File: src/include/req_defines.svh
`ifndef REQ_DEFINES_SVH
`define REQ_DEFINES_SVH

// ring geometry
`define REQ_CHANNELS 4
`define REQ_RING_LOG2 4 // 16 slots, 15 usable

// shared ram holds every ring, channel in the upper bits
`define REQ_RAM_ALOG2 6

// pio register map, in 64-bit words
`define PIO_ADDR_HIGH 2 // length latch
`define PIO_ADDR_RING_BASE 16 // reset at base+2c, push at base+2c+1

`endif

File: src/hw/pio_pkg.sv
`include "req_defines.svh"

package pio_pkg;

   // word address on the pio port
   typedef logic [5:0] pio_addr_t;

   // a single host write, one cycle wide, no back-pressure
   typedef struct packed
   {
      pio_addr_t addr;
      logic [63:0] data;
   } pio_write_t;

   // decoded ring actions, one bit per channel
   // at most one bit of either mask is set in a cycle
   typedef struct packed
   {
      logic [`REQ_CHANNELS-1:0] push;  // append descriptor
      logic [`REQ_CHANNELS-1:0] reset; // drop ring contents
   } ring_cmd_t;

endpackage

File: src/hw/req_pkg.sv
`include "req_defines.svh"

package req_pkg;

   // lengths and addresses are in 8-byte words
   typedef logic [18:0] desc_count_t;
   typedef logic [60:0] desc_addr_t;

   // one queued transfer, as stored in the shared ram
   typedef struct packed
   {
      desc_count_t count; // upper 19 bits of the ram word
      desc_addr_t addr;
   } desc_entry_t;

   // what goes out to the dma engines
   typedef struct packed
   {
      logic [`REQ_CHANNELS-1:0] valid; // one-hot pulse, or zero
      desc_entry_t entry;              // shared by all channels
   } request_t;

   // index into one ring
   typedef logic [`REQ_RING_LOG2-1:0] ring_ptr_t;

endpackage

File: src/hw/pio_decoder.sv
`include "req_defines.svh"

module pio_decoder
(
   input  logic clock,
   input  logic rst_n,
   input  logic pio_wvalid,
   input  pio_pkg::pio_write_t pio_w,
   output pio_pkg::ring_cmd_t cmd,
   output req_pkg::desc_entry_t push_entry
);
   import pio_pkg::*;
   import req_pkg::*;

   desc_count_t pending_count; // length for following pushes
   logic high_write;

   assign high_write = pio_wvalid && (pio_w.addr == pio_addr_t'(`PIO_ADDR_HIGH));

   // length latch, held until the host rewrites it
   always_ff @(posedge clock)
   begin
      if (!rst_n)
         pending_count <= '0;
      else if (high_write)
         pending_count <= pio_w.data[21:3]; // bytes to words
   end

   // ring register decode
   always_comb
   begin
      cmd = '0;
      for (int i = 0; i < `REQ_CHANNELS; i++)
      begin
         // reset needs bit 0, so a zero write is harmless
         cmd.reset[i] = pio_wvalid && pio_w.data[0] &&
                        (pio_w.addr == pio_addr_t'(`PIO_ADDR_RING_BASE + 2 * i));
         cmd.push[i] = pio_wvalid &&
                       (pio_w.addr == pio_addr_t'(`PIO_ADDR_RING_BASE + 2 * i + 1));
      end
   end

   // entry valid only alongside a push bit
   assign push_entry.count = pending_count;
   assign push_entry.addr = pio_w.data[63:3]; // word address
endmodule

File: config.mk
export PLATFORM = sky130hd
export DESIGN_NAME = pio_decoder
export DESIGN_NICKNAME = d
export VERILOG_FILES = /design/src/hw/pio_pkg.sv /design/src/hw/req_pkg.sv /design/src/hw/pio_decoder.sv
export VERILOG_INCLUDE_DIRS = /design/src /design/src/include
export SDC_FILE = /design/constraint.sdc
export NUM_CORES = 1
export LEC_CHECK = 0
export ABC_AREA = 1
export BUFFER_PORTS_ARGS = -buffer_cell sky130_fd_sc_hd__buf_2
export CAP_MARGIN = 30
export CORE_MARGIN = 1.5
export CORE_UTILIZATION = 34
export CTS_CLUSTER_SIZE = 10
export DETAILED_ROUTE_END_ITERATION = 8
export PLACE_DENSITY = 0.78
export SLEW_MARGIN = 10
export SYNTH_ARGS = -nofsm -noshare
export SYNTH_HDL_FRONTEND = slang
export SYNTH_SLANG_ARGS = --single-unit
File: constraint.sdc
create_clock -name clock -period 1.2 [get_ports clock]
set_input_delay 0.06 -clock clock [delete_from_list [all_inputs] [get_ports clock]]
set_output_delay 0.06 -clock clock [all_outputs]
set_load 0.02 [all_outputs]
; ---- Word level (Yosys, flattened, before mapping)
; Cells that the tools add are included.
[totals]
reg_bits = 19
in_bits = 73
out_inout_bits = 88
[op_classes]
n_eq_ne = 9
n_reduce_logical = 10
[op_table]
columns = op, count
row1 = equality test 6 x 5 -> 1 bit (second input constant), 8
row2 = logical AND 1 bit, 10
row3 = equality test 6 x 2 -> 1 bit (second input constant), 1

; ---- Longest topological paths before layout
; Gate-level depths: netlist of run 1.
[logic_depth]
ltp_word = 2
mapped_depth = 7
ltp_nobuf = 6

; ---- Least setup slack after synthesis of run 1
; Ideal clock, no wire load.
[synth_timing]
path_type = input to output
from = input port pio_w[67] (netlist name)
to = output port cmd[4] (netlist name)
t_arrival_ns = 0.939
required_time_ns = 1.140
slack_ns = 0.201
stages = 3
cell_sequence = inv_1 > nand2_1 > nor4_1
[synth_lines]
columns = element, line_no
row1 = "start, declared", pio_decoder.sv:8  ; input pio_pkg::pio_write_t pio_w,
row2 = "end, declared", pio_decoder.sv:9  ; output pio_pkg::ring_cmd_t cmd,

==> results of run 1 <==
## final timing paths
check | from | to | slack (ps) | cells past startpoint
worst min register to register | pending_count[7] | pending_count[7] | 480 | 2
worst max-delay path | pio_w[69] | cmd[0] | 230 | 7
worst min-delay path | pio_w[37] | push_entry[34] | 120 | 0
worst max register to register | pending_count[12] | pending_count[12] | 630 | 2
## placed cells by master, fill, tap and decap left out
cell / netlist / final
buf_12: 0 / 2
buf_2: 1 / 74
clkbuf_8: 0 / 3
clkinv_2: 0 / 1
dfxtp_1: 19 / 19
inv_1: 24 / 24
inv_2: 3 / 3
nand2_1: 24 / 24
nand2_4: 1 / 1
nand3_1: 21 / 21
nand3_4: 1 / 1
nor2_1: 44 / 44
nor2_4: 3 / 3
nor2_8: 1 / 1
nor4_1: 4 / 4
## layer usage
layer  global-route usage (%)  vias to the layer above  part of all wire, %  wire (um)
li1                         -                      599                    -          -
met5                        0                        -                    0          0
met3                    1.480                       12                  5.7        161
met1                    13.10                      515                   39       1084
met4                    6.750                        0                  2.1         59
met2                    22.21                       30                   53       1501
## stage by stage
stage	hold slack [ps]	power, mW	setup WS (ps)
detailed placement	120.1	0.9080	219.5
floorplan	206.3	1.046	200.6
CTS	120.1	1.364	219.4
finish	120.0	1.342	228.1
global placement	120.1	0.9049	237.1
global route	120.0	1.432	102.0
## area by class of cell
class | count | area [um2] | share of cell area (%)
clock buffer | 3 | 41.29 | 2.811
clock inverter | 1 | 5.005 | 0.3407
inverter | 27 | 101.3 | 6.899
multi-input combinational | 99 | 467.9 | 31.86
sequential | 19 | 380.4 | 25.89
tap | 50 | 62.56 | 4.259
timing repair buffer | 76 | 410.4 | 27.94
## where the power goes
group          total, mW  leakage [nW]  internal, mW  switching, mW
Sequential         0.637         0.153         0.635        0.00195
Combinational      0.255         0.679        0.0940          0.161
Clock              0.451        0.0255         0.231          0.220
Total               1.34         0.857         0.959          0.383
## worst max-delay path, stage by stage
cell,delay [ps]
buf_2,100
inv_2,70
nand3_1,150
nor2_1,150
nand3_1,100
nor2_1,100
buf_2,170
## cell families (layout without fill, tap and decap cells)
logic type | after synthesis | count (layout) | share of synthesized area [%]
buffers and inverters | 93 | 107 | 41.50
flip-flops | 19 | 19 | 26.23
AND/OR/NAND/NOR | 99 | 99 | 32.27
==> flow_metrics.py, run 1 <==
metrics = {
    "outcome": {
        "status": "complete, no violations",
    },
    "sta": {
        "tightest_slew_ps": 354.0,
        "min_period_ps": 971.9,
        "skew_ps": 0,
        "fin_crit_sh_pct": 80.99,
        "hold_viol": 0,
        "drv_slew": 0,
        "setup_viol_count_final": 0,
        "max_freq_ghz": 1.029,
        "finalSetupTns_ps": 0,
        "rsz0062_at_grt": "no",
        "max_slew_margin_pct": 76.40,
    },
    "clocking": {
        "postCtsSetupBuffers": 0,
        "post_cts_resize_count": 0,
        "clk_path_buf_depth": 2,
        "cts_hold_buf": 0,
        "clk_latency_ps": 250,
        "clock_sinks": 19,
        "cts_inserted_buffers": 3,
        "htreeDepth": 1,
        "cts_tree": "yes",
        "root_buffer": "clkbuf_8",
    },
    "global_route": {
        "grt_usage_pct": 12.03,
        "grt_pass1_wl_um": 4326,
        "grt_antenna_before_repair": 0,
        "grt_max_degree": 20,
        "grt_overflow_total": 0,
        "first_global_vias": 1017,
    },
    "floorplanning": {
        "initial_core_util_pct": 35.74,
        "num_io_pins": 161,
        "row_count": 23,
        "coreArea_mm2": 0.004058,
        "die_w_um": 68.31,
        "die-area_mm2": 0.004666,
        "die_h_um": 68.31,
    },
    "layout": {
        "diodes": 0,
        "drive_gt1_share_pct": 39.56,
        "final_util_pct": 36.20,
        "largestRegisters": "pending_count (19)",
        "design_area_mm2": 0.001469,
        "regMostFlops": "pending_count",
        "largest_reg_flops": 19,
        "final_cells": 275,
        "fill_cells": 442,
        "areaGrowthSynthToFinish_pct": 1.294,
        "final_nets": 299,
    },
    "logic_synthesis": {
        "synth_top_area_share_pct": 32.10,
        "yosys-top-cells-count": "buf_4 (62), nor2_1 (44), inv_1 (24), nand2_1 (24), nand3_1 (21)",
        "synthTopCellsByArea": "buf_4 (32%), dfxtp_1 (26%), nor2_1 (11%), nand3_1 (7.2%), inv_1 (6.2%)",
        "yosys_register_bits": 19,
        "postSynthCellCount": 211,
        "synth_ff_type": "dfxtp_1",
        "async_flop_share_pct": 0,
        "avgSynthCellArea_um2": 6.873,
        "synthMostInstantiatedCell": "buf_4",
        "synth_edf_count": 0,
        "ys_types": 16,
        "yosysWarnings": 0,
        "synth.largest_area_cell": "buf_4",
        "synth_fp_nets": 284,
        "synth_area_mm2": 0.001450,
        "yosysSeqAreaShare_pct": 26.23,
    },
    "placement": {
        "post_dp_cell_area_mm2": 0.001423,
        "place_inst": 271,
        "dpl.hpwl_um": 2123,
        "gp_congestion": 0.7551,
        "portBuffers": 74,
    },
    "pwr": {
        "p_leak_nw": 0.8573,
        "power_density_mw_per_mm2": 913.9,
        "peakVddDrop_mv": 0.3531,
    },
    "worst_setup_path": {
        "critPathRequiredTime_ps": 1140,
        "startpoint_type": "input pin",
        "worstPathArrival_ps": 910,
        "critPathMaxFanout": 5,
        "cp-end-kind": "output pin",
        "crit_type": "in2out",
    },
    "detailed_routing": {
        "viasPerCell": 4.204,
        "avgRoutedWirePerCell_um": 10.21,
        "drc": 0,
        "postRouteAntennaNets": 0,
        "firstDrtPassIters": 4,
        "drt-total-wl_um": 2807,
        "drtIter0Drc": 55,
        "vias": 1156,
    },
    "min_path": {
        "hold_path_class": "in2out",
    },
    "job": {
        "maxCapViolCount": 0,
    },
}
Note: power is estimated with default switching activity, not from simulation.
==> run 2: changes to the inputs <==
- clock period: 1.2 -> 1 ns (I/O delays scaled with it)
==> flow_metrics.py, run 2 (synthesis results as in run 1) <==
metrics = {
    "outcome": {
        "status": "complete, no violations",
    },
    "detailed_routing": {
        "postRouteAntennaNets": 0,
        "drc": 0,
        "drtIter0Drc": 40,
        "viasPerCell": 4.138,
        "vias": 1138,
        "avgRoutedWirePerCell_um": 10.39,
        "firstDrtPassIters": 3,
        "drt-total-wl_um": 2856,
    },
    "pwr": {
        "peakVddDrop_mv": 0.3840,
        "power_density_mw_per_mm2": 1086,
        "clockPowerShare_pct": 33.0,
        "comb_power_share_pct": 19.3,
        "p_sw_mw": 0.4438,
        "total_power_mw": 1.601,
        "p_leak_nw": 0.8555,
        "seqPwrFrac_pct": 47.7,
        "sw_frac_of_total_pct": 27.71,
        "internal-power_mw": 1.158,
    },
    "worst_setup_path": {
        "r2r-end": "pending_count[9]",
        "r2r_setup_slack_ps": 430,
        "path_buf_inv": 3,
        "crit_type": "in2out",
        "critPathRequiredTime_ps": 950,
        "crit_top_cell": "buf_2",
        "cpPeakStageDelay_ps": 280,
        "critPathMaxFanout": 5,
        "path_cells": "buf_2, inv_1, nand2_1, nor4_1, buf_2",
        "timing.rr.start": "pending_count[9]",
        "crit_family": "simple AND/OR/NAND/NOR gates",
        "startpoint_type": "input pin",
        "r2r_cells": 2,
        "worst_path_max_delay_cell": "nor4_1",
        "worstPathArrival_ps": 860,
        "cp-end-kind": "output pin",
    },
    "placement": {
        "gp_congestion": 0.8044,
        "portBuffers": 74,
        "dpl.hpwl_um": 2109,
    },
    "clocking": {
        "cts_hold_buf": 0,
        "htreeDepth": 1,
        "clk_path_buf_depth": 2,
        "cts_tree": "yes",
        "clock_sinks": 19,
        "root_buffer": "clkbuf_8",
        "clk_latency_ps": 250,
        "postCtsSetupBuffers": 0,
        "cts_inserted_buffers": 3,
    },
    "sta": {
        "drv_slew": 0,
        "rsz0062_at_grt": "yes",
        "skew_ps": 0,
        "hold_ws_ps": 100.0,
        "fin_crit_sh_pct": 91.22,
        "setup_viol_count_final": 0,
        "hold_viol": 0,
        "max_freq_ghz": 1.096,
        "max_slew_margin_pct": 75.83,
        "min_period_ps": 912.2,
        "tightest_slew_ps": 362.6,
    },
    "min_path": {
        "hold_path_class": "in2out",
        "min_to": "push_entry[34]",
        "hp-start": "pio_w[37]",
        "holdPathStages": 0,
    },
    "global_route": {
        "grt_usage_pct": 11.68,
        "grt_overflow_total": 0,
        "first_global_vias": 962,
        "grt_max_degree": 20,
        "grt_pass1_wl_um": 4215,
        "grt_antenna_before_repair": 0,
    },
    "floorplanning": {
        "num_io_pins": 161,
        "initial_core_util_pct": 35.74,
        "coreArea_mm2": 0.004058,
        "die_w_um": 68.31,
        "die_h_um": 68.31,
        "row_count": 23,
        "die-area_mm2": 0.004666,
    },
    "layout": {
        "drive_gt1_share_pct": 39.56,
        "regMostFlops": "pending_count",
        "final_nets": 299,
        "largest_reg_flops": 19,
        "mostFrequentLayoutCells": "buf_2 (73), nor2_1 (44), inv_1 (24), nand2_1 (24), nand3_1 (20)",
        "largestRegisters": "pending_count (19)",
        "areaGrowthSynthToFinish_pct": 1.725,
        "fill_cells": 445,
        "diodes": 0,
        "layout_commonest_cell": "buf_2",
    },
    "job": {
        "maxCapViolCount": 0,
    },
}
==> run 2: cell count changes in the layout (fill, tap and decap cells not counted), sizes merged <==
cell / change
clkinv: -1
clkbuf: +1
==> run 2: through the flow <==
step           cells  TNS (ps)  setup WS [ps]  cell area [um2]  utilization [%]
4_1_cts          275         0          42.07             1468            36.17
3_5_place_dp     271         0          32.47             1423            35.06
3_3_place_gp     271         0          58.63             1423            35.06
6_report         275         0          87.80             1475            36.36
2_1_floorplan    211         0          20.64             1450                -
5_1_grt          275    -38.31         -24.50             1475            36.36
==> run 2: cell type report <==
class | count | area, um2 | share of cell area [%]
tap | 50 | 62.56 | 4.241
inverter | 27 | 101.3 | 6.870
clock buffer | 4 | 45.04 | 3.053
multi-input combinational | 99 | 473.0 | 32.06
sequential | 19 | 380.4 | 25.78
timing repair buffer | 76 | 412.9 | 27.99
==> run 2: layer usage <==
metal | wire [um] | GRT usage (%) | part of all wire [%]
met5 | 0 | 0 | 0
met2 | 1531 | 20.51 | 54
met3 | 160 | 1.645 | 5.6
met1 | 1113 | 13.69 | 39
met4 | 51 | 6.000 | 1.8
==> run 2: power groups by stage <==
stage | registers [mW] | clock network (mW) | logic [mW]
2_1_floorplan | 0.789 | 0 | 0.466
3_3_place_gp | 0.781 | 0 | 0.304
3_5_place_dp | 0.782 | 0 | 0.308
4_1_cts | 0.764 | 0.551 | 0.309
5_1_grt | 0.765 | 0.596 | 0.344
6_report | 0.764 | 0.528 | 0.309
==> run 2: how the worst max path moves through the flow <==
stage	depth (start not counted)	end	start	slack (ps)
floorplan	3	cmd[4]	pio_w[67]	20
global placement	7	cmd[0]	pio_w[69]	60
detailed placement	8	pending_count[7]	pio_w[67]	30
CTS	7	cmd[0]	pio_w[69]	40
global route	7	cmd[0]	pio_w[69]	-20
finish	5	cmd[4]	pio_w[67]	90
==> run 2: what timing repair did <==
item | CTS | global route
setup endpoints to repair | 0 | 5
resized for setup | 0 | 2
endpoints found under the hold margin | 0 | 0
