### src/include/req_defines.svh
`ifndef REQ_DEFINES_SVH
`define REQ_DEFINES_SVH

// ring geometry
`define REQ_CHANNELS 4
`define REQ_RING_LOG2 4 // 16 slots, 15 usable

// shared ram holds every ring, channel in the upper bits
`define REQ_RAM_ALOG2 6

// pio register map, in 64-bit words
`define PIO_ADDR_HIGH 2 // length latch
`define PIO_ADDR_RING_BASE 16 // reset at base+2c, push at base+2c+1

`endif

### src/hw/pio_pkg.sv
`include "req_defines.svh"

package pio_pkg;

   // word address on the pio port
   typedef logic [5:0] pio_addr_t;

   // a single host write, one cycle wide, no back-pressure
   typedef struct packed
   {
      pio_addr_t addr;
      logic [63:0] data;
   } pio_write_t;

   // decoded ring actions, one bit per channel
   // at most one bit of either mask is set in a cycle
   typedef struct packed
   {
      logic [`REQ_CHANNELS-1:0] push;  // append descriptor
      logic [`REQ_CHANNELS-1:0] reset; // drop ring contents
   } ring_cmd_t;

endpackage

### src/hw/req_pkg.sv
`include "req_defines.svh"

package req_pkg;

   // lengths and addresses are in 8-byte words
   typedef logic [18:0] desc_count_t;
   typedef logic [60:0] desc_addr_t;

   // one queued transfer, as stored in the shared ram
   typedef struct packed
   {
      desc_count_t count; // upper 19 bits of the ram word
      desc_addr_t addr;
   } desc_entry_t;

   // what goes out to the dma engines
   typedef struct packed
   {
      logic [`REQ_CHANNELS-1:0] valid; // one-hot pulse, or zero
      desc_entry_t entry;              // shared by all channels
   } request_t;

   // index into one ring
   typedef logic [`REQ_RING_LOG2-1:0] ring_ptr_t;

endpackage

### src/hw/ring_pointers.sv
`include "req_defines.svh"

module ring_pointers
(
   input  logic clock,
   input  logic rst_n,
   input  pio_pkg::ring_cmd_t cmd,
   input  logic pop,
   input  logic [$clog2(`REQ_CHANNELS)-1:0] pop_channel,
   output logic [`REQ_CHANNELS-1:0] nonempty,
   output req_pkg::ring_ptr_t [`REQ_CHANNELS-1:0] pop_ptr,
   output logic ram_we,
   output logic [`REQ_RAM_ALOG2-1:0] ram_waddr
);
   import req_pkg::*;

   localparam int chan_bits = $clog2(`REQ_CHANNELS);

   ring_ptr_t [`REQ_CHANNELS-1:0] push_ptr;
   ring_ptr_t [`REQ_CHANNELS-1:0] used;   // entries held per ring
   logic [`REQ_CHANNELS-1:0] full;
   logic [`REQ_CHANNELS-1:0] has_data;
   logic [`REQ_CHANNELS-1:0] accept;      // pushes that reach the ram
   logic [chan_bits-1:0] push_channel;

   always_comb
   begin
      push_channel = '0;
      for (int i = 0; i < `REQ_CHANNELS; i++)
      begin
         used[i] = push_ptr[i] - pop_ptr[i]; // wraps, one slot kept free
         full[i] = &used[i];
         has_data[i] = |used[i];
         if (cmd.push[i])
            push_channel = chan_bits'(i);
      end
   end

   assign accept = cmd.push & ~full; // push to a full ring is lost
   assign ram_we = |accept;
   assign ram_waddr = {push_channel, push_ptr[push_channel]};

   always_ff @(posedge clock)
   begin
      if (!rst_n)
      begin
         push_ptr <= '0;
         pop_ptr <= '0;
         nonempty <= '0;
      end
      else
      begin
         for (int i = 0; i < `REQ_CHANNELS; i++)
         begin
            if (cmd.reset[i])
            begin
               push_ptr[i] <= '0; // reset wins over push and pop
               pop_ptr[i] <= '0;
            end
            else
            begin
               if (accept[i])
                  push_ptr[i] <= push_ptr[i] + 1'b1;
               if (pop && (pop_channel == chan_bits'(i)))
                  pop_ptr[i] <= pop_ptr[i] + 1'b1;
            end
         end
         // registered flag lags the pointers by a cycle
         // stale only between slots of the same channel
         nonempty <= has_data & ~cmd.reset;
      end
   end
endmodule

### config.mk
export PLATFORM = sky130hd
export DESIGN_NAME = ring_pointers
export DESIGN_NICKNAME = d
export VERILOG_FILES = /design/src/hw/pio_pkg.sv /design/src/hw/req_pkg.sv /design/src/hw/ring_pointers.sv
export VERILOG_INCLUDE_DIRS = /design/src /design/src/include
export SDC_FILE = /design/constraint.sdc
export NUM_CORES = 1
export LEC_CHECK = 0
export BUFFER_PORTS_ARGS = -buffer_cell sky130_fd_sc_hd__buf_2
export CELL_PAD_IN_SITES_DETAIL_PLACEMENT = 0
export CELL_PAD_IN_SITES_GLOBAL_PLACEMENT = 1
export CORE_MARGIN = 4
export CORE_UTILIZATION = 40
export CTS_CLUSTER_DIAMETER = 50
export DETAILED_ROUTE_END_ITERATION = 10
export PLACE_DENSITY = 0.81
export SLEW_MARGIN = 10
export SYNTH_ARGS = -nofsm -noshare
export SYNTH_HDL_FRONTEND = slang
export SYNTH_SLANG_ARGS = --single-unit
### constraint.sdc
create_clock -name clock -period 3 [get_ports clock]
set_clock_uncertainty 0.1 [all_clocks]
set_input_delay 0 -clock clock [delete_from_list [all_inputs] [get_ports clock]]
set_output_delay 0 -clock clock [all_outputs]
set_load 0.02 [all_outputs]
=== Yosys cells after proc, flatten, opt, wreduce, memory -nomap -nowiden ===
Index checks and enable logic that the tools add are counted.

* Word-level logic and storage cells: 53
* Register bits: 36
* Output and inout port bits: 27

* $lt $le $gt $ge: 1
* Bitwise logic cells: 5
* Reduce and logical (&&, ||, !) cells: 18
* Multiplexer cells: 5
* Add/sub/neg operators: 12
* Equality and inequality tests: 3

{| class="wikitable"
|+ Operators by type and width
! kind !! number
|-
| 4-bit by 1-bit adder with 4-bit output, second input constant || 8
|-
| 4-bit OR reduction || 5
|-
| 4-bit AND reduction || 4
|-
| 4-bit subtractor || 4
|-
| 4-bit AND || 2
|-
| 4-bit binary-select mux with 2-bit select || 1
|-
| 4-bit inverter || 2
|-
| 2-bit OR reduction || 4
|-
| 2-bit == test, second input constant || 2
|-
| 1-bit logical AND || 4
|-
| 2-bit two-way mux || 2
|-
| 4-bit two-way mux || 1
|-
| 2-bit by 3-bit less-than comparator with 1-bit output, second input constant || 1
|-
| 2-bit by 1-bit == test with 1-bit output, second input constant || 1
|-
| 2-bit zero test || 1
|-
| 1-bit two-way mux || 1
|-
| 1-bit inverter || 1
|}

=== Longest topological paths before layout ===
Gate-level depths: netlist of run 1.

* Depth in word-level cells: 5
* Mapped depth: 8
* Mapped depth without buffers: 8

=== Worst setup path before layout of run 1 ===
Ideal clock, no wire load.

* Path type: reg-to-output
* Start point: reg pop_ptr[8] (netlist name)
* End point: out ram_we
* Setup slack: 85 ps
* Arrival: 2815 ps
* Required time: 2900 ps
* Stages on the path, launching flop included: 8
* Path buffers: 0
* Cell sequence: dfxtp_1 > ha_1 > inv_1 > fa_1 > or4bb_1 > a221oi_1 > nor4_1 > or4_1

* Word-level cells in the longest chain between the ends: 5

{| class="wikitable"
|+ RTL lines
! item !! line !! source
|-
| start: declaration || ring_pointers.sv:11 || <nowiki>output req_pkg::ring_ptr_t [`REQ_CHANNELS-1:0] pop_ptr,</nowiki>
|-
| start signal: indexed assignment || ring_pointers.sv:65 || <nowiki>pop_ptr[i] <= pop_ptr[i] + 1'b1;</nowiki>
|-
| 4-bit subtractor || ring_pointers.sv:31 || <nowiki>used[i] = push_ptr[i] - pop_ptr[i];</nowiki>
|-
| 4-bit AND reduction || ring_pointers.sv:32 || <nowiki>full[i] = &used[i];</nowiki>
|-
| 4-bit inverter || ring_pointers.sv:39 || <nowiki>assign accept = cmd.push & ~full;</nowiki>
|-
| 4-bit AND || ring_pointers.sv:39 ||
|-
| 4-bit OR reduction || ring_pointers.sv:40 || <nowiki>assign ram_we = |accept;</nowiki>
|-
| end: declaration || ring_pointers.sv:12 || <nowiki>output logic ram_we,</nowiki>
|}

Every way passes these cells.

=== Worst setup path in the final report of run 1 ===
* Start point: reg push_ptr[8] (netlist name)
* End point: out ram_we

* Word-level cells in the longest chain between the ends: 5

{| class="wikitable"
|+ RTL lines
! item !! line !! source
|-
| start: declaration || ring_pointers.sv:19 || <nowiki>ring_ptr_t [`REQ_CHANNELS-1:0] push_ptr;</nowiki>
|-
| start signal: indexed assignment || ring_pointers.sv:63 || <nowiki>push_ptr[i] <= push_ptr[i] + 1'b1;</nowiki>
|-
| 4-bit subtractor || ring_pointers.sv:31 ||
|-
| 4-bit AND reduction || ring_pointers.sv:32 ||
|-
| 4-bit inverter || ring_pointers.sv:39 ||
|-
| 4-bit AND || ring_pointers.sv:39 ||
|-
| 4-bit OR reduction || ring_pointers.sv:40 ||
|}

Every way passes these cells.

==> run metrics, run 1 <==
RR Startpoint push_ptr[0]; Die X 89.7 um; CTS Buf Count 5; async set-reset flop share out of synthesis 0%; Area Growth Syn to Fin 23.6%; status finished with violations; synth unique cells 34; post-synth top area cell dfxtp_1; Hold EP pop_ptr[0]; routed vias/inst 5.37; DP Wirelength 4880 um; worst min-delay path startpoint pop_channel[0]; part of the Yosys area used for sequential elements 27.0%; failing checks negative setup slack; Commonest cells post-synth 37 x nand2_1, 36 x dfxtp_1, 24 x inv_1, 23 x nor2_1, 20 x ha_1; Fin Setup TNS -45.8 ps; synthesized area per cell 8.40 um^2; Die Y 89.7 um; Slew @ Worst Pin 599 ps; global-route wire length before repair 10900 um; dpl cell area 3000 um^2; count of final setup violators 1; port bufs 39; pwr dens 307 nW/um^2; largest net degree at the start of global routing 12; most repeated cell in the gate-level netlist after synthesis nand2_1; initial antenna violation count 0; Yosys reg bits 36; Simple-Gate Fraction of Synth Area 31.4%; Max rail drop VDD 0.251 mV; Final period util 102%; Fmax 328 MHz; Rel. slew slack 60.0%; r2r worst-path depth 9; worst setup slack after layout -45.8 ps; via count 2461; Worst-path clk slew 80 ps; Synth Instances 318; final net count 417; Worst Setup Start Kind register; Initial Utilization 41.6%; Final Hold Vio Count 0; maxcap violations 0; clock latency on the worst-skew pair 290 ps; GRT Total Usage 16.0%; Syn. warnings 0; root buf cell clkbuf_8; Critical Path AT 2950 ps; Synth Area in Compound Gates 9.23%; R2R Path End push_ptr[2]; Mapped Area 2670 um^2; synth top area cells dfxtp_1 27%, ha_1 9.4%, mux2i_1 7.1%; worst path required time 2900 ps; Routability Congestion 0.831; Final Cell Area 3300 um^2; post-synth top area share 27.0%; total gr overflow 0; Most used DFF post-synth dfxtp_1; min-delay worst type input pin to register; Reg2Reg Setup Slack 180 ps; row count 29; die area 8050 um^2; DR iter-0 viols 78; Crit Path Max Fanout 5; main combinational cell family by area after synthesis simple AND/OR/NAND/NOR gates; htree depth 2; fin crit period 3050 ps; # DRC 0; Pleak 1.32 nW; path type of the worst setup path register to primary output; deepest clock path buffer count 2; DRT Pass-1 Iters 4; Critical Path Sink Type primary output; TritonCTS clock tree yes; layout filler cell count 633; vias in the first global route 2374; Slew Viols, Final 0; mux contribution to synthesized area 7.12%; # IOs 40; # diodes 0; xor and xnor area share after synthesis 7.54%; core area 6420 um^2; Adder-Cell Fraction of Synth Area 12.4%; syn_nets 355; Total Routed Length 6350 um; hold depth 4; DR WL/cell 13.9 um; RSZ-0062 raised after global routing yes; Num Clock Sinks 36; number of synthesized flops with an enable pin 0; layout cell share with drive strength beyond 1 21.8%; post-route ant nets 0
[worst max-delay path by stage]
stage	cells past startpoint	end	from	slack, ps
final	9	ram_we	push_ptr[8]	-50
after global routing	9	ram_we	push_ptr[8]	-150
after CTS	9	ram_we	push_ptr[12]	-90
after detailed placement	9	ram_we	push_ptr[4]	110
after global placement	9	ram_we	push_ptr[8]	130
after floorplan	7	ram_we	pop_ptr[8]	80
[power breakdown]
part	leakage (nW)	internal, W	switching (W)	total [W]
clock	0.0455	0.000188	0.000185	0.000373
sequential	0.293	0.000486	0.00000525	0.000491
combinational	0.982	0.0000657	0.0000829	0.000149
total	1.32	0.000739	0.000273	0.00101
[state kept, by name (all words and copies together), names as in the netlist]
signal    cells
pop_ptr      16
nonempty      4
push_ptr     16
[what timing repair did]
action | CTS | global route
gates cloned | 0 | 0
setup buffers | 5 | 1
pin swaps | 14 | 8
hold buffers | 7 | 0
resized for setup | 16 | 6
endpoints found under the setup margin | 1 | 2
endpoints found under the hold margin | 13 | 0
[per-layer routing]
layer | track usage [%] | part of all wire [%]
met1 | 21.3 | 47
met3 | 3.26 | 4.1
met5 | 0 | 0
met4 | 4.98 | 1.5
met2 | 26.2 | 47
[worst max-delay path, cell delays in order (launching register included)]
cell	delay (ps)
dfxtp_2	340
inv_1	70
ha_1	170
inv_1	60
fa_1	500
or4b_1	470
nor4_2	270
nor4_2	110
or4_4	510
buf_6	150
[layout make-up]
cell class,instances,area (um^2),area share (%)
Multi-Input combinational cell,249,1890,57.3
Sequential cell,36,726,22.0
Timing Repair Buffer,64,407,12.3
Tap cell,77,96.3,2.92
Clock buffer,8,90.1,2.73
Inverter,24,90.1,2.73
[cell families (layout without fill, tap and decap cells)]
kind of cell               count (synthesis)  count (layout)
and+or+nand+nor                          143             143
AOI/OAI and AO/OA                         40              40
DFF                                       36              36
buffers and inverters                     33              96
adders and majority gates                 24              24
xor gates and xnor gates                  23              23
muxes                                     19              19
[layout by cell type (no fill, tap or decap), types with 2 or more instances in the layout]
cell	n
a41oi_1	4
inv_1	22
nand4b_1	4
nor4_2	7
a21o_1	4
a221oi_2	3
nand4_1	8
buf_2	38
nand2b_1	8
nor3_1	4
nand3_1	2
nor4_1	9
dfxtp_1	32
or3_1	5
nor2b_1	4
nand2_1	37
nand4bb_1	3
or4b_1	8
clkbuf_8	6
or4bb_1	5
fa_1	3
a21oi_1	17
and2_1	4
and3b_1	6
clkbuf_1	2
buf_4	18
xor2_1	4
dlygate4sd3_1	7
mux2i_1	19
inv_2	2
nand3b_1	4
o21ai_0	11
dfxtp_2	4
ha_1	19
nor2_1	23
xnor2_1	18
[metrics by stage]
step | hold slack (ps) | setup WS (ps) | power, W | util [%] | cells
after CTS | 27.0 | -92.5 | 0.00102 | 50.8 | 457
after floorplan | 91.7 | 84.9 | 0.000587 | - | 318
after global placement | 252 | 131 | 0.000632 | 46.7 | 437
final | 31.6 | -45.8 | 0.00101 | 51.4 | 458
after global routing | 44.6 | -152 | 0.00106 | 51.4 | 458
after detailed placement | 252 | 107 | 0.000635 | 46.7 | 437
(Power assumes the default switching activity.)
==> run 2, diff against run 1 <==
CTS_BUF_LIST = sky130_fd_sc_hd__clkbuf_4 sky130_fd_sc_hd__clkbuf_8   (was unset)
==> run 2 against run 1 <==
  * The flow still finishes with violations (negative setup slack)
  * Design area increased by 0.23%
  * Critical path depth is the same
  * First-iteration DRC count up 10%
  * Critical path type unchanged
  * Routed wire length is 0.28% lower
  * Highest routed layer unchanged
  * Die area is the same
  * Non-clock buffer count unchanged
==> run metrics, run 2 (same netlist as run 1, synthesis figures left out) <==
vias in the first global route 2374; Routability Congestion 0.831; Seq pwr share 47.7%; hold depth 4; post-route ant nets 0; biggest registers after layout pop_ptr x16, push_ptr x16, nonempty x4; CTS Buf Count 5; count of final setup violators 1; min-delay worst type input pin to register; Area Growth Syn to Fin 23.9%; Worst Setup Start Kind register; status finished with violations; core area 6420 um^2; DR WL/cell 13.8 um; Max rail drop VDD 0.251 mV; maxcap violations 0; global-route wire length before repair 10900 um; die area 8050 um^2; DP Wirelength 4880 um; Slew Viols, Final 0; final core utilization 51.5%; clock latency on the worst-skew pair 290 ps; path type of the worst setup path register to primary output; Die X 89.7 um; GRT Total Usage 16.0%; root buf cell clkbuf_8; most common cell after layout, fill and taps aside buf_2; Clk network pwr share 37.9%; sw frac 26.5%; Worst-path clk slew 80 ps; Pleak 1.33 nW; Internal Power 0.000757 W; deepest clock path buffer count 2; row count 29; Rel. slew slack 59.5%; hold slack 33.9 ps; total gr overflow 0; Critical Path Sink Type primary output; Slew @ Worst Pin 606 ps; worst path required time 2900 ps; Gate power share 14.4%; routed vias/inst 5.35; RSZ-0062 raised after global routing yes; TritonCTS clock tree yes; DR iter-0 viols 86; worst setup slack after layout -45.6 ps; fin crit period 3050 ps; layout cell share with drive strength beyond 1 22.3%; non-filler cells, final 458; DRT Pass-1 Iters 4; most frequent cells in the layout 38 x buf_2, 37 x nand2_1, 32 x dfxtp_1, 23 x nor2_1, 22 x inv_1; Num Clock Sinks 36; # diodes 0; initial antenna violation count 0; pwr dens 311 nW/um^2; Initial Utilization 41.6%; Final period util 102%; cell count after placement 437; Die Y 89.7 um; r2r worst-path depth 9; final net count 417; Total Routed Length 6330 um; Crit Path Max Fanout 5; P_sw 0.000273 W; port bufs 39; power consumption 0.00103 W; # IOs 40; Critical Path AT 2950 ps; htree depth 2; failing checks negative setup slack; Final Hold Vio Count 0; Fmax 328 MHz; # DRC 0; largest net degree at the start of global routing 12; via count 2451
run 2: timing repair:
item	4_1_cts	5_1_grt
buffers inserted	5	1
pin swaps	14	8
gates cloned	0	0
endpoints found under the hold margin	13	0
gates resized for setup	16	6
hold buffers	7	0
endpoints found under the setup margin	1	2
run 2: cell type report:
cell class                 count  area, um^2
sequential                    36         726
inverter                      24        90.1
multi-input combinational    249        1890
tap                           77        96.3
timing repair buffer          64         407
fill                         629        3120
clock buffer                   8        97.6
run 2: per-stage QoR:
stage          TNS [ps]  setup slack (ps)  instance area (um^2)
3_3_place_gp          0               131                  3000
5_1_grt            -152              -152                  3310
3_5_place_dp          0               107                  3000
2_1_floorplan         0              84.9                  2670
6_report          -45.6             -45.6                  3310
4_1_cts           -92.4             -92.4                  3270
run 2: power by group through the flow:
stage          Combinational, W  Sequential [W]  Clock [W]
2_1_floorplan         0.0000789        0.000508          0
3_3_place_gp           0.000131        0.000502          0
3_5_place_dp           0.000133        0.000502          0
4_1_cts                0.000146        0.000491   0.000403
5_1_grt                0.000166        0.000492   0.000417
6_report               0.000148        0.000491   0.000390
run 2: layer usage:
metal	global-route usage, %	up-vias	share of wire (%)
met4	4.98	0	1.5
li1	-	1274	-
met3	3.26	9	3.4
met2	26.2	38	47
met5	0	-	0
met1	21.3	1130	48
run 2: worst paths after layout:
check | startpoint | endpoint | slack, ps
worst max-delay path | push_ptr[8] | ram_we | -50
worst min-delay path | pop_channel[0] | pop_ptr[0] | 30
worst max register to register | push_ptr[0] | push_ptr[2] | 170
worst min register to register | push_ptr[8] | push_ptr[8] | 390
run 2: critical path, stage by stage (launching register included):
cell     delay (ps)
dfxtp_2         340
inv_1            70
ha_1            170
inv_1            60
fa_1            500
or4b_1          470
nor4_2          270
nor4_2          110
or4_4           510
buf_6           150
