### config.mk
export PLATFORM = sky130hd
export DESIGN_NAME = request_ctrl
export DESIGN_NICKNAME = d
export VERILOG_FILES = /design/src/hw/req_pkg.sv /design/src/hw/request_ctrl.sv
export VERILOG_INCLUDE_DIRS = /design/src /design/src/include
export SDC_FILE = /design/constraint.sdc
export NUM_CORES = 1
export LEC_CHECK = 0
export ABC_AREA = 1
export BUFFER_PORTS_ARGS = -buffer_cell sky130_fd_sc_hd__clkbuf_2
export CAP_MARGIN = 20
export CORE_MARGIN = 4
export CORE_UTILIZATION = 37
export DETAILED_ROUTE_END_ITERATION = 8
export PLACE_DENSITY = 0.79
export SLEW_MARGIN = 10
export SYNTH_ARGS = -nofsm -noshare
export SYNTH_HDL_FRONTEND = slang
export SYNTH_SLANG_ARGS = --single-unit
### constraint.sdc
create_clock -name clock -period 1.2 [get_ports clock]
set_input_delay 0.24 -clock clock [delete_from_list [all_inputs] [get_ports clock]]
set_output_delay 0.24 -clock clock [all_outputs]
set_load 0.005 [all_outputs]
### src/include/req_defines.svh
`ifndef REQ_DEFINES_SVH
`define REQ_DEFINES_SVH

// ring geometry
`define REQ_CHANNELS 4
`define REQ_RING_LOG2 4 // 16 slots, 15 usable

// shared ram holds every ring, channel in the upper bits
`define REQ_RAM_ALOG2 6

// pio register map, in 64-bit words
`define PIO_ADDR_HIGH 2 // length latch
`define PIO_ADDR_RING_BASE 16 // reset at base+2c, push at base+2c+1

`endif

### src/hw/req_pkg.sv
`include "req_defines.svh"

package req_pkg;

   // lengths and addresses are in 8-byte words
   typedef logic [18:0] desc_count_t;
   typedef logic [60:0] desc_addr_t;

   // one queued transfer, as stored in the shared ram
   typedef struct packed
   {
      desc_count_t count; // upper 19 bits of the ram word
      desc_addr_t addr;
   } desc_entry_t;

   // what goes out to the dma engines
   typedef struct packed
   {
      logic [`REQ_CHANNELS-1:0] valid; // one-hot pulse, or zero
      desc_entry_t entry;              // shared by all channels
   } request_t;

   // index into one ring
   typedef logic [`REQ_RING_LOG2-1:0] ring_ptr_t;

endpackage

### src/hw/request_ctrl.sv
`include "req_defines.svh"

module request_ctrl
(
   input  logic clock,
   input  logic rst_n,
   input  logic [`REQ_CHANNELS-1:0] req_ready,
   input  logic [`REQ_CHANNELS-1:0] nonempty,
   input  req_pkg::ring_ptr_t [`REQ_CHANNELS-1:0] pop_ptr,
   output logic pop,
   output logic [$clog2(`REQ_CHANNELS)-1:0] pop_channel,
   output logic [`REQ_RAM_ALOG2-1:0] ram_raddr,
   input  req_pkg::desc_entry_t ram_rdata,
   output req_pkg::request_t req
);
   import req_pkg::*;

   localparam int chan_bits = $clog2(`REQ_CHANNELS);

   logic [chan_bits-1:0] slot;                // round-robin owner of this cycle
   logic [`REQ_CHANNELS-1:0] issue;           // one-hot of the popped channel
   logic [2:0][`REQ_CHANNELS-1:0] valid_q;    // addr reg, ram read, output reg
   desc_entry_t entry_q;

   // free-running slot, each channel gets every fourth cycle
   always_ff @(posedge clock)
   begin
      if (!rst_n)
         slot <= '0;
      else
         slot <= slot + 1'b1;
   end

   // ready only counts in the channel's own slot
   assign pop = nonempty[slot] && req_ready[slot];
   assign pop_channel = slot;
   assign issue = {{(`REQ_CHANNELS - 1){1'b0}}, pop} << slot;

   // read address follows the slot every cycle, used only on a pop
   always_ff @(posedge clock)
   begin
      ram_raddr <= {slot, pop_ptr[slot]};
   end

   // valid rides alongside the ram read
   always_ff @(posedge clock)
   begin
      if (!rst_n)
         valid_q <= '0;
      else
         valid_q <= {valid_q[1:0], issue};
   end

   // last stage, lines up with valid_q[2]
   always_ff @(posedge clock)
   begin
      entry_q <= ram_rdata;
   end

   assign req.valid = valid_q[2]; // pop cycle plus 3
   assign req.entry = entry_q;    // meaningful only with a valid bit
endmodule

After elaboration in Yosys (flattened, before gate mapping)
Index checks and enable logic that the tools add are counted.

Mux-type cells: 6. $lt $le $gt $ge: 1. $add $sub $neg: 1. Shift-type cells: 1. Reductions and logical operators: 1.

Operators by type and width (number): $bmux W4 S2 (1); $bmux W1 S2 (2); $mux W4 (1); $shl A1 B2 Y4 (1); $lt A2 B3 Y1 const B (1); $add A2 B1 Y2 const B (1); $mux W1 (2); $logic_and A1 B1 Y1 (1).

Register bits after elaboration: 100. Output and inout bits: 93.

Depth between registers and ports, before layout
Gate-level depths: netlist of the first run.

Word-level depth: 4. Mapped depth: 5.

Worst setup path before layout of the first run
OpenSTA, ideal clock, no wires.

Path type: reg-to-output. Start point: register slot[0], in the netlist pop_channel[0]. End point: output pop. Data arrival time: 0.790 ns. Setup slack: 0.170 ns. Data required time: 0.960 ns. Stages on the path, launching flop included: 6. Buffers on the path: 0. Path through: dfxtp_1 > inv_2 > nand3_1 > nand3_2 > nand2_1 > inv_1.

Cells in the longest elaborated chain, start to end: 3.

RTL lines: start, declared (line request_ctrl.sv:20) `logic [chan_bits-1:0] slot;`; start signal, assigned (line request_ctrl.sv:31) `slot <= slot + 1'b1;`; $bmux W1 S2 (line request_ctrl.sv:35) `assign pop = nonempty[slot] && req_ready[slot];`; $mux W1 (implied by the code) (line request_ctrl.sv:35); $logic_and A1 B1 Y1 * (line request_ctrl.sv:35); end, declared (line request_ctrl.sv:10) `output logic pop,`.

Every way passes the cells marked *; elsewhere a longest branch is shown, timed or not. The select of a mux whose other input is x is not followed.

Worst setup path in the final report of the first run
Ends and elaborated chain as after synthesis.

==> flow_summary.json, run 1 <==
{
  "synth_area_sq_um": 2328,
  "failed_checks": "setup timing",
  "dpl.cell_count": 437,
  "drive_above_1_share": 0.4946,
  "grt_antenna_before_repair": 0,
  "cts_sinks": 100,
  "ys_warn_count": 0,
  "ant_nets": 0,
  "cp_max_fo": 4,
  "clk_latency_ns": 0.34,
  "first_pass_iters": 4,
  "start_util": 0.3864,
  "grt_max_degree": 17,
  "syn_avg_cell_area_sq_um": 14.03,
  "layout_commonest_cell": "clkbuf_2",
  "final_util": 0.7321,
  "ys_types": 15,
  "rows": 28,
  "slew_viol_final": 0,
  "worstSetupStartpointType": "flop",
  "grt_pass1_vias": 2438,
  "cap_violations": 0,
  "port_buffers": 198,
  "vdd_drop_max_mv": 0.9852,
  "num_io_pins": 199,
  "postSynthCellCount": 166,
  "fmax_mhz": 721.4,
  "status": "finished, violations left",
  "p_leak_nw": 2.322,
  "dpl_worst_slack_ns": 0.06494,
  "stdcell_count": 538,
  "setup_viol": 2,
  "dieWidth_microns": 87.33,
  "holdCritPathClass": "in -> reg",
  "slew_headroom": 0.8418,
  "core_sq_um": 6026,
  "clockRootBuffer": "clkbuf_8",
  "finalWorstSetupSlack_ns": -0.1862,
  "syn_nets": 272,
  "required_ns": 0.96,
  "dp_hpwl_mm": 5.062,
  "wire_per_inst_microns": 15.35,
  "fp.dieH_microns": 87.33,
  "final-hold-violation-count": 0,
  "fin_crit_ns": 1.386,
  "post-route-drc-count": 0,
  "end_kind": "output pin",
  "overflow": 0,
  "ctsHtreeMaxLevel": 3,
  "drt_iter0_drc": 24,
  "gp_congestion": 0.8606,
  "cts_made_buffers": 9,
  "fin_skew_ns": 0.009758,
  "grt_pass1_wl_mm": 12.21,
  "setup_tns_ns": -0.1967,
  "antennaDiodeCount": 0,
  "ys_seq_area_frac": 0.8598,
  "fillCellCount": 405,
  "total_power_mw": 6.158,
  "design.die.area_sq_um": 7627,
  "final_nets": 564,
  "vias": 2296,
  "critPathKind": "reg -> out",
  "routed_via_density": 4.268,
  "synth-seq-cells": 100,
  "cts_tree": "built",
  "area_growth_pct": 89.47,
  "fin_crit_sh": 1.155,
  "worstMarginPinSlew_ns": 0.2373,
  "power_density_nw_per_um2": 1396,
  "grt_usage": 0.2155,
  "routed_wl_mm": 8.258,
  "cts_buffer_depth": 2,
  "path_clk_slew_ns": 0.09,
  "layout_common_cells": "clkbuf_2, dfxtp_1, dlygate4sd3_1",
  "worstPathArrival_ns": 1.15,
  "grt_setup_unrepaired": "true"
}
## stage by stage
step / area [sq um] / hold WS [ns]
after detailed placement: 3393 / 0.3439
after global routing: 4412 / 0.1397
after CTS: 4387 / 0.005132
after global placement: 3393 / 0.3425
after floorplan: 2328 / 0.2677
final: 4412 / 0.1489
## logic make-up (layout without fill, tap and decap cells)
kind of cell / after synthesis / count (layout) / synth area share
buffers and inverters: 21 / 318 / 0.04728
and+or+nand+nor: 31 / 31 / 0.06072
DFF: 100 / 100 / 0.8598
AOI/OAI and AO/OA: 14 / 14 / 0.03224
## state kept, by name (all words and copies together) (netlist names)
name / count
valid_q: 8
ram_raddr: 6
req: 84
pop_channel: 2
## worst paths after layout
kind,startpoint,to,slack (ns),cells after the start
max,pop_channel[0],pop,-0.19,6
min,pop_ptr[1],ram_raddr[1],0.15,3
max reg2reg,pop_channel[0],ram_raddr[0],0.04,6
min reg2reg,valid_q[1],valid_q[5],0.41,2
## synthesized netlist by cell type (all sizes together)
library cell | number | area [sq um]
dfxtp | 100 | 2002
inv | 14 | 52.55
nor2 | 11 | 41.29
nand2 | 10 | 37.54
o21ai | 9 | 45.04
nand3 | 8 | 50.05
buf | 7 | 57.55
o22ai | 4 | 25.02
nand4 | 2 | 12.51
a21oi | 1 | 5.000
## routing by layer
metal | share of wire | vias up | GRT usage | wire (microns)
li1 | - | 1098 | - | -
met1 | 0.32 | 1040 | 0.1922 | 2671
met2 | 0.54 | 133 | 0.4144 | 4458
met3 | 0.099 | 25 | 0.07096 | 820
met4 | 0.037 | 0 | 0.1213 | 308
met5 | 0 | - | 0 | 0
## critical path: stages, from the launching register on
cell	delay, ns
dfxtp_4	0.37
inv_4	0.06
nand3_2	0.06
nand3_2	0.08
nand2_1	0.07
inv_1	0.05
clkbuf_2	0.10
## final cells by class
class,instances,area (sq um),share of cell area
clock inverter,5,36.28,0.008225
clock buffer,11,131.4,0.02978
sequential,100,2007,0.4549
multi-input combinational,45,221.5,0.05020
timing repair buffer,288,1867,0.4231
tap,75,93.84,0.02127
inverter,14,55.05,0.01248
## what timing repair did
item	in CTS	in global routing
setup endpoints to repair	3	2
endpoints found under the hold margin	79	1
resized for setup	5	0
pin swaps	2	1
gates cloned	0	0
buffers inserted	4	2
hold buffers	79	1
## where the power goes
group          switching, mW  leakage [nW]  total, mW  internal (mW)
combinational          0.276          1.39      0.738          0.462
sequential            0.0624         0.840       3.56           3.50
clock                   1.09        0.0877       1.86          0.765
No activity file was read; power rests on OpenSTA's default activity.
==> run 2, diff against run 1 <==
- CORE_MARGIN: 4 -> 10
==> flow_summary.json, run 2 (synthesis gave the netlist of run 1 again) <==
{
  "final-hold-violation-count": 0,
  "grt_usage": 0.1888,
  "port_buffers": 198,
  "failed_checks": "setup timing",
  "antennaDiodeCount": 0,
  "required_ns": 0.96,
  "gp_congestion": 0.8266,
  "fillCellCount": 395,
  "netSwitchingFraction": 0.2285,
  "cts_made_buffers": 9,
  "vias": 2316,
  "final_nets": 569,
  "vdd_drop_max_mv": 1.244,
  "layout_commonest_cell": "clkbuf_2",
  "slew_viol_final": 0,
  "grt_pass1_wl_mm": 14.62,
  "path_clk_slew_ns": 0.09,
  "area_growth_pct": 93.07,
  "holdWs_ns": 0.1629,
  "ant_nets": 0,
  "power_switching_mw": 1.422,
  "fin_crit_ns": 1.394,
  "setup_viol": 4,
  "overflow": 0,
  "critPathLaunch": "pop_channel[0]",
  "fp.dieH_microns": 99.33,
  "layout_common_cells": "clkbuf_2, dfxtp_1, dlygate4sd3_1",
  "start_util": 0.3864,
  "rows": 28,
  "drive_above_1_share": 0.5118,
  "p_leak_nw": 2.354,
  "routed_wl_mm": 9.681,
  "post-route-drc-count": 0,
  "dieWidth_microns": 99.33,
  "total_power_mw": 6.223,
  "first_pass_iters": 4,
  "critPathKind": "reg -> out",
  "pwr-share-seq": 0.573,
  "cts_tree": "built",
  "fin_crit_sh": 1.162,
  "ctsHtreeMaxLevel": 3,
  "cts_sinks": 100,
  "grt_antenna_before_repair": 0,
  "dp_hpwl_mm": 6.247,
  "design.die.area_sq_um": 9866,
  "dpl_worst_slack_ns": 0.07949,
  "num_io_pins": 199,
  "reg2reg_slack_ns": -0.12,
  "status": "finished, violations left",
  "grt_max_degree": 17,
  "intPower_mw": 4.801,
  "fin_skew_ns": 0.006778,
  "clkPwrFrac": 0.297,
  "r2r-start": "pop_channel[0]",
  "clockRootBuffer": "clkbuf_8",
  "setup_tns_ns": -0.4367,
  "grt_setup_unrepaired": "true",
  "min_from": "pop_ptr[3]",
  "final_util": 0.7461,
  "wire_per_inst_microns": 17.86,
  "worstPathArrival_ns": 1.15,
  "cp_max_fo": 5,
  "worstSetupStartpointType": "flop",
  "slew_headroom": 0.8266,
  "power_density_nw_per_um2": 1384,
  "largest_reg_flops": 84,
  "drt_iter0_drc": 24,
  "end_kind": "output pin",
  "cap_violations": 0,
  "routed_via_density": 4.273,
  "holdCritPathClass": "in -> reg",
  "cts_buffer_depth": 2,
  "worstMarginPinSlew_ns": 0.2601,
  "clk_latency_ns": 0.33,
  "core_sq_um": 6026,
  "fmax_mhz": 717.2,
  "finalWorstSetupSlack_ns": -0.1943,
  "grt_pass1_vias": 2625,
  "pwr-share-comb": 0.129
}
[run 2: area by class of cell]
cell class | instances | area, sq um | share of cell area
sequential | 100 | 2009 | 0.4470
timing repair buffer | 293 | 1918 | 0.4267
multi-input combinational | 45 | 241.5 | 0.05372
clock buffer | 10 | 137.6 | 0.03062
tap | 75 | 93.84 | 0.02087
inverter | 14 | 57.56 | 0.01280
clock inverter | 5 | 37.54 | 0.008350
[run 2: worst paths after layout]
check / end / cells past startpoint
setup / recovery: pop / 6
hold / removal: ram_raddr[3] / 3
setup reg to reg: valid_q[0] / 9
hold reg to reg: req[81] / 2
[run 2: repair_timing]
item	4_1_cts	5_1_grt
setup endpoints to repair	3	7
hold buffers	80	0
gates cloned	0	0
setup buffers	10	5
hold endpoints to repair	80	0
pin swaps	1	1
resized for setup	11	7
[run 2: power groups by stage]
stage	Combinational (mW)	Clock (mW)	Sequential (mW)
global route	0.867	2.04	3.59
floorplan	0.0885	0	3.66
finish	0.805	1.85	3.57
global placement	0.484	0	3.63
CTS	0.766	1.92	3.56
detailed placement	0.496	0	3.63
[run 2: critical path, cell delays in order, from the launching register on]
cell      delay, ns
dfxtp_4        0.38
inv_4          0.07
nand3_2        0.07
nand3_2        0.09
nand2_1        0.06
inv_1          0.05
clkbuf_2       0.10
[run 2: through the flow]
step	cell area, sq um	cells
global route	4496	542
global placement	3386	436
finish	4496	542
floorplan	2328	166
detailed placement	3386	436
CTS	4472	541
[run 2: layer usage]
layer	up-vias	wire [microns]	share of wire	global-route usage
met3	8	766	0.079	0.06228
met1	1081	3390	0.35	0.1812
met5	-	0	0	0
li1	1108	-	-	-
met4	0	116	0.012	0.06174
met2	119	5408	0.56	0.3657
==> run 3, diff against run 2 <==
- ABC_AREA: 1 -> 0
- CORE_UTILIZATION: 37 -> 36
- PLACE_DENSITY: 0.79 -> 0.78
==> flow_summary.json, run 3 <==
{
  "slew_headroom": 0.8812,
  "cap_violations": 0,
  "required_ns": 0.96,
  "worstSetupStartpointType": "flop",
  "ys_seq_area_frac": 0.8686,
  "intPower_mw": 4.956,
  "post-route-drc-count": 0,
  "holdWs_ns": 0.02878,
  "grt_antenna_before_repair": 1,
  "layout_common_cells": "clkbuf_2, dfxtp_1, dlygate4sd3_1",
  "clk_latency_ns": 0.34,
  "syn_nets": 238,
  "setup_viol": 2,
  "clkPwrFrac": 0.335,
  "min_from": "ram_rdata[32]",
  "cts_made_buffers": 9,
  "post-cts-setup-buffers": 0,
  "ys_types": 14,
  "grt_usage": 0.1675,
  "start_util": 0.3672,
  "grt_pass1_wl_mm": 12.92,
  "dieWidth_microns": 100.0,
  "synth-seq-cells": 100,
  "pwr-share-seq": 0.555,
  "failed_checks": "setup timing",
  "drt_iter0_drc": 12,
  "clockRootBuffer": "clkbuf_8",
  "synth_flop_cell": "dfxtp_1",
  "final_util": 0.6962,
  "dpl_cell_area_sq_um": 3364,
  "grt_max_degree": 19,
  "area_growth_pct": 89.63,
  "power_density_nw_per_um2": 1466,
  "design_area_sq_um": 4370,
  "critPathLaunch": "pop_channel[1]",
  "worstMarginPinSlew_ns": 0.1782,
  "grt_pass1_vias": 2488,
  "multiInputGateArea_sq_um": 246.5,
  "fin_crit_ns": 1.554,
  "yosys-top-cells-area": "dfxtp_1, mux4_2, and2_1, buf_4, buf_6",
  "holdCritPathClass": "in -> reg",
  "dp_hpwl_mm": 5.828,
  "num_io_pins": 199,
  "synth_top_area_share": 0.8686,
  "fin_crit_sh": 1.295,
  "finalWorstSetupSlack_ns": -0.3542,
  "first_pass_iters": 3,
  "routed_via_density": 4.122,
  "layout_commonest_cell": "clkbuf_2",
  "cts_buffer_depth": 2,
  "port_buffers": 198,
  "p_leak_nw": 2.213,
  "fillCellCount": 457,
  "worstPathArrival_ns": 1.31,
  "core_sq_um": 6277,
  "dpl.cell_count": 402,
  "synth_area_sq_um": 2305,
  "routed_wl_mm": 8.644,
  "dpl_worst_slack_ns": -0.09635,
  "drive_above_1_share": 0.5357,
  "yosysTopAreaCell": "dfxtp_1",
  "ctsHtreeMaxLevel": 3,
  "seqCellArea_sq_um": 2004,
  "critPathKind": "reg -> out",
  "final-hold-violation-count": 0,
  "grt_setup_unrepaired": "true",
  "synth_edf_count": 0,
  "netSwitchingFraction": 0.2264,
  "largest_reg_flops": 84,
  "rows": 29,
  "final_nets": 521,
  "netlist_top_cells_count": "dfxtp_1, and2_1, mux4_2",
  "cts_tree": "built",
  "synth.most_common_cell": "dfxtp_1",
  "overflow": 0,
  "design.die.area_sq_um": 10000,
  "wire_per_inst_microns": 17.36,
  "gp_congestion": 0.7574,
  "stdcell_count": 498,
  "path_clk_slew_ns": 0.09,
  "vias": 2053,
  "status": "finished, violations left",
  "fin_skew_ns": 0.006859,
  "cts_sinks": 100,
  "synth_async_sr_flop_share": 0,
  "power_switching_mw": 1.450,
  "fmax_mhz": 643.4,
  "r2r-start": "pop_channel[0]",
  "end_kind": "output pin",
  "ys_warn_count": 0,
  "syn_avg_cell_area_sq_um": 17.46,
  "fp.dieH_microns": 100.0,
  "slew_viol_final": 0,
  "ant_nets": 0,
  "pwr-share-comb": 0.110,
  "postSynthCellCount": 132,
  "cp_max_fo": 2,
  "vdd_drop_max_mv": 1.257
}
run 3: power groups by stage:
stage	sequential, mW	clock, mW	combinational, mW
final	3.55	2.15	0.705
after global routing	3.57	2.33	0.765
after CTS	3.55	2.20	0.698
after detailed placement	3.63	0	0.487
after global placement	3.62	0	0.475
after floorplan	3.65	0	0.0857
run 3: worst paths after layout:
path	cells after the start	end	slack, ns
hold / removal	1	req[32]	0.03
setup reg to reg	2	ram_raddr[3]	0.11
setup / recovery	2	pop	-0.35
hold reg to reg	1	valid_q[5]	0.44
run 3: metal layers:
metal  vias to the layer above  track usage  wire [microns]
met3                        15      0.06937             829
li1                        987            -               -
met5                         -            0               0
met2                       116       0.3410            4972
met1                       935       0.1369            2681
met4                         0      0.05978             161
run 3: worst max-delay path, cell delays in order, from the launching register on:
cell and delay [ns]:
dfxtp_2 0.35, mux4_2 0.49, clkbuf_2 0.13
run 3: cells by family (layout without fill, tap and decap cells):
| family | count (synthesis) | in the layout | share of synthesized area |
|---|---|---|---|
| AND/OR/NAND/NOR | 19 | 19 | 0.05429 |
| multiplexers | 5 | 5 | 0.04886 |
| buffers and inverters | 7 | 295 | 0.02443 |
| other | 0 | 1 | 0 |
| XOR/XNOR | 1 | 1 | 0.003801 |
| flip-flops | 100 | 100 | 0.8686 |
run 3: through the flow:
stage | total power [mW] | setup TNS, ns
final | 6.406 | -0.3958
after global routing | 6.665 | -0.5088
after CTS | 6.447 | -0.4551
after detailed placement | 4.113 | -0.09635
after global placement | 4.093 | -0.08090
after floorplan | 3.734 | 0
run 3: layout make-up:
cell class              instances  area share
clock inverters                 7     0.01861
multi-input cells              25     0.05640
flip-flops and latches        100      0.4586
well taps                      77     0.02204
clock buffers                   9     0.02834
diodes                          1   0.0005726
repair buffers                279      0.4154
run 3: repair_timing:
| action | CTS | global route |
|---|---|---|
| gates resized for setup | 1 | 1 |
| endpoints found under the setup margin | 3 | 3 |
| hold endpoints to repair | 79 | 0 |
| hold buffers | 79 | 0 |
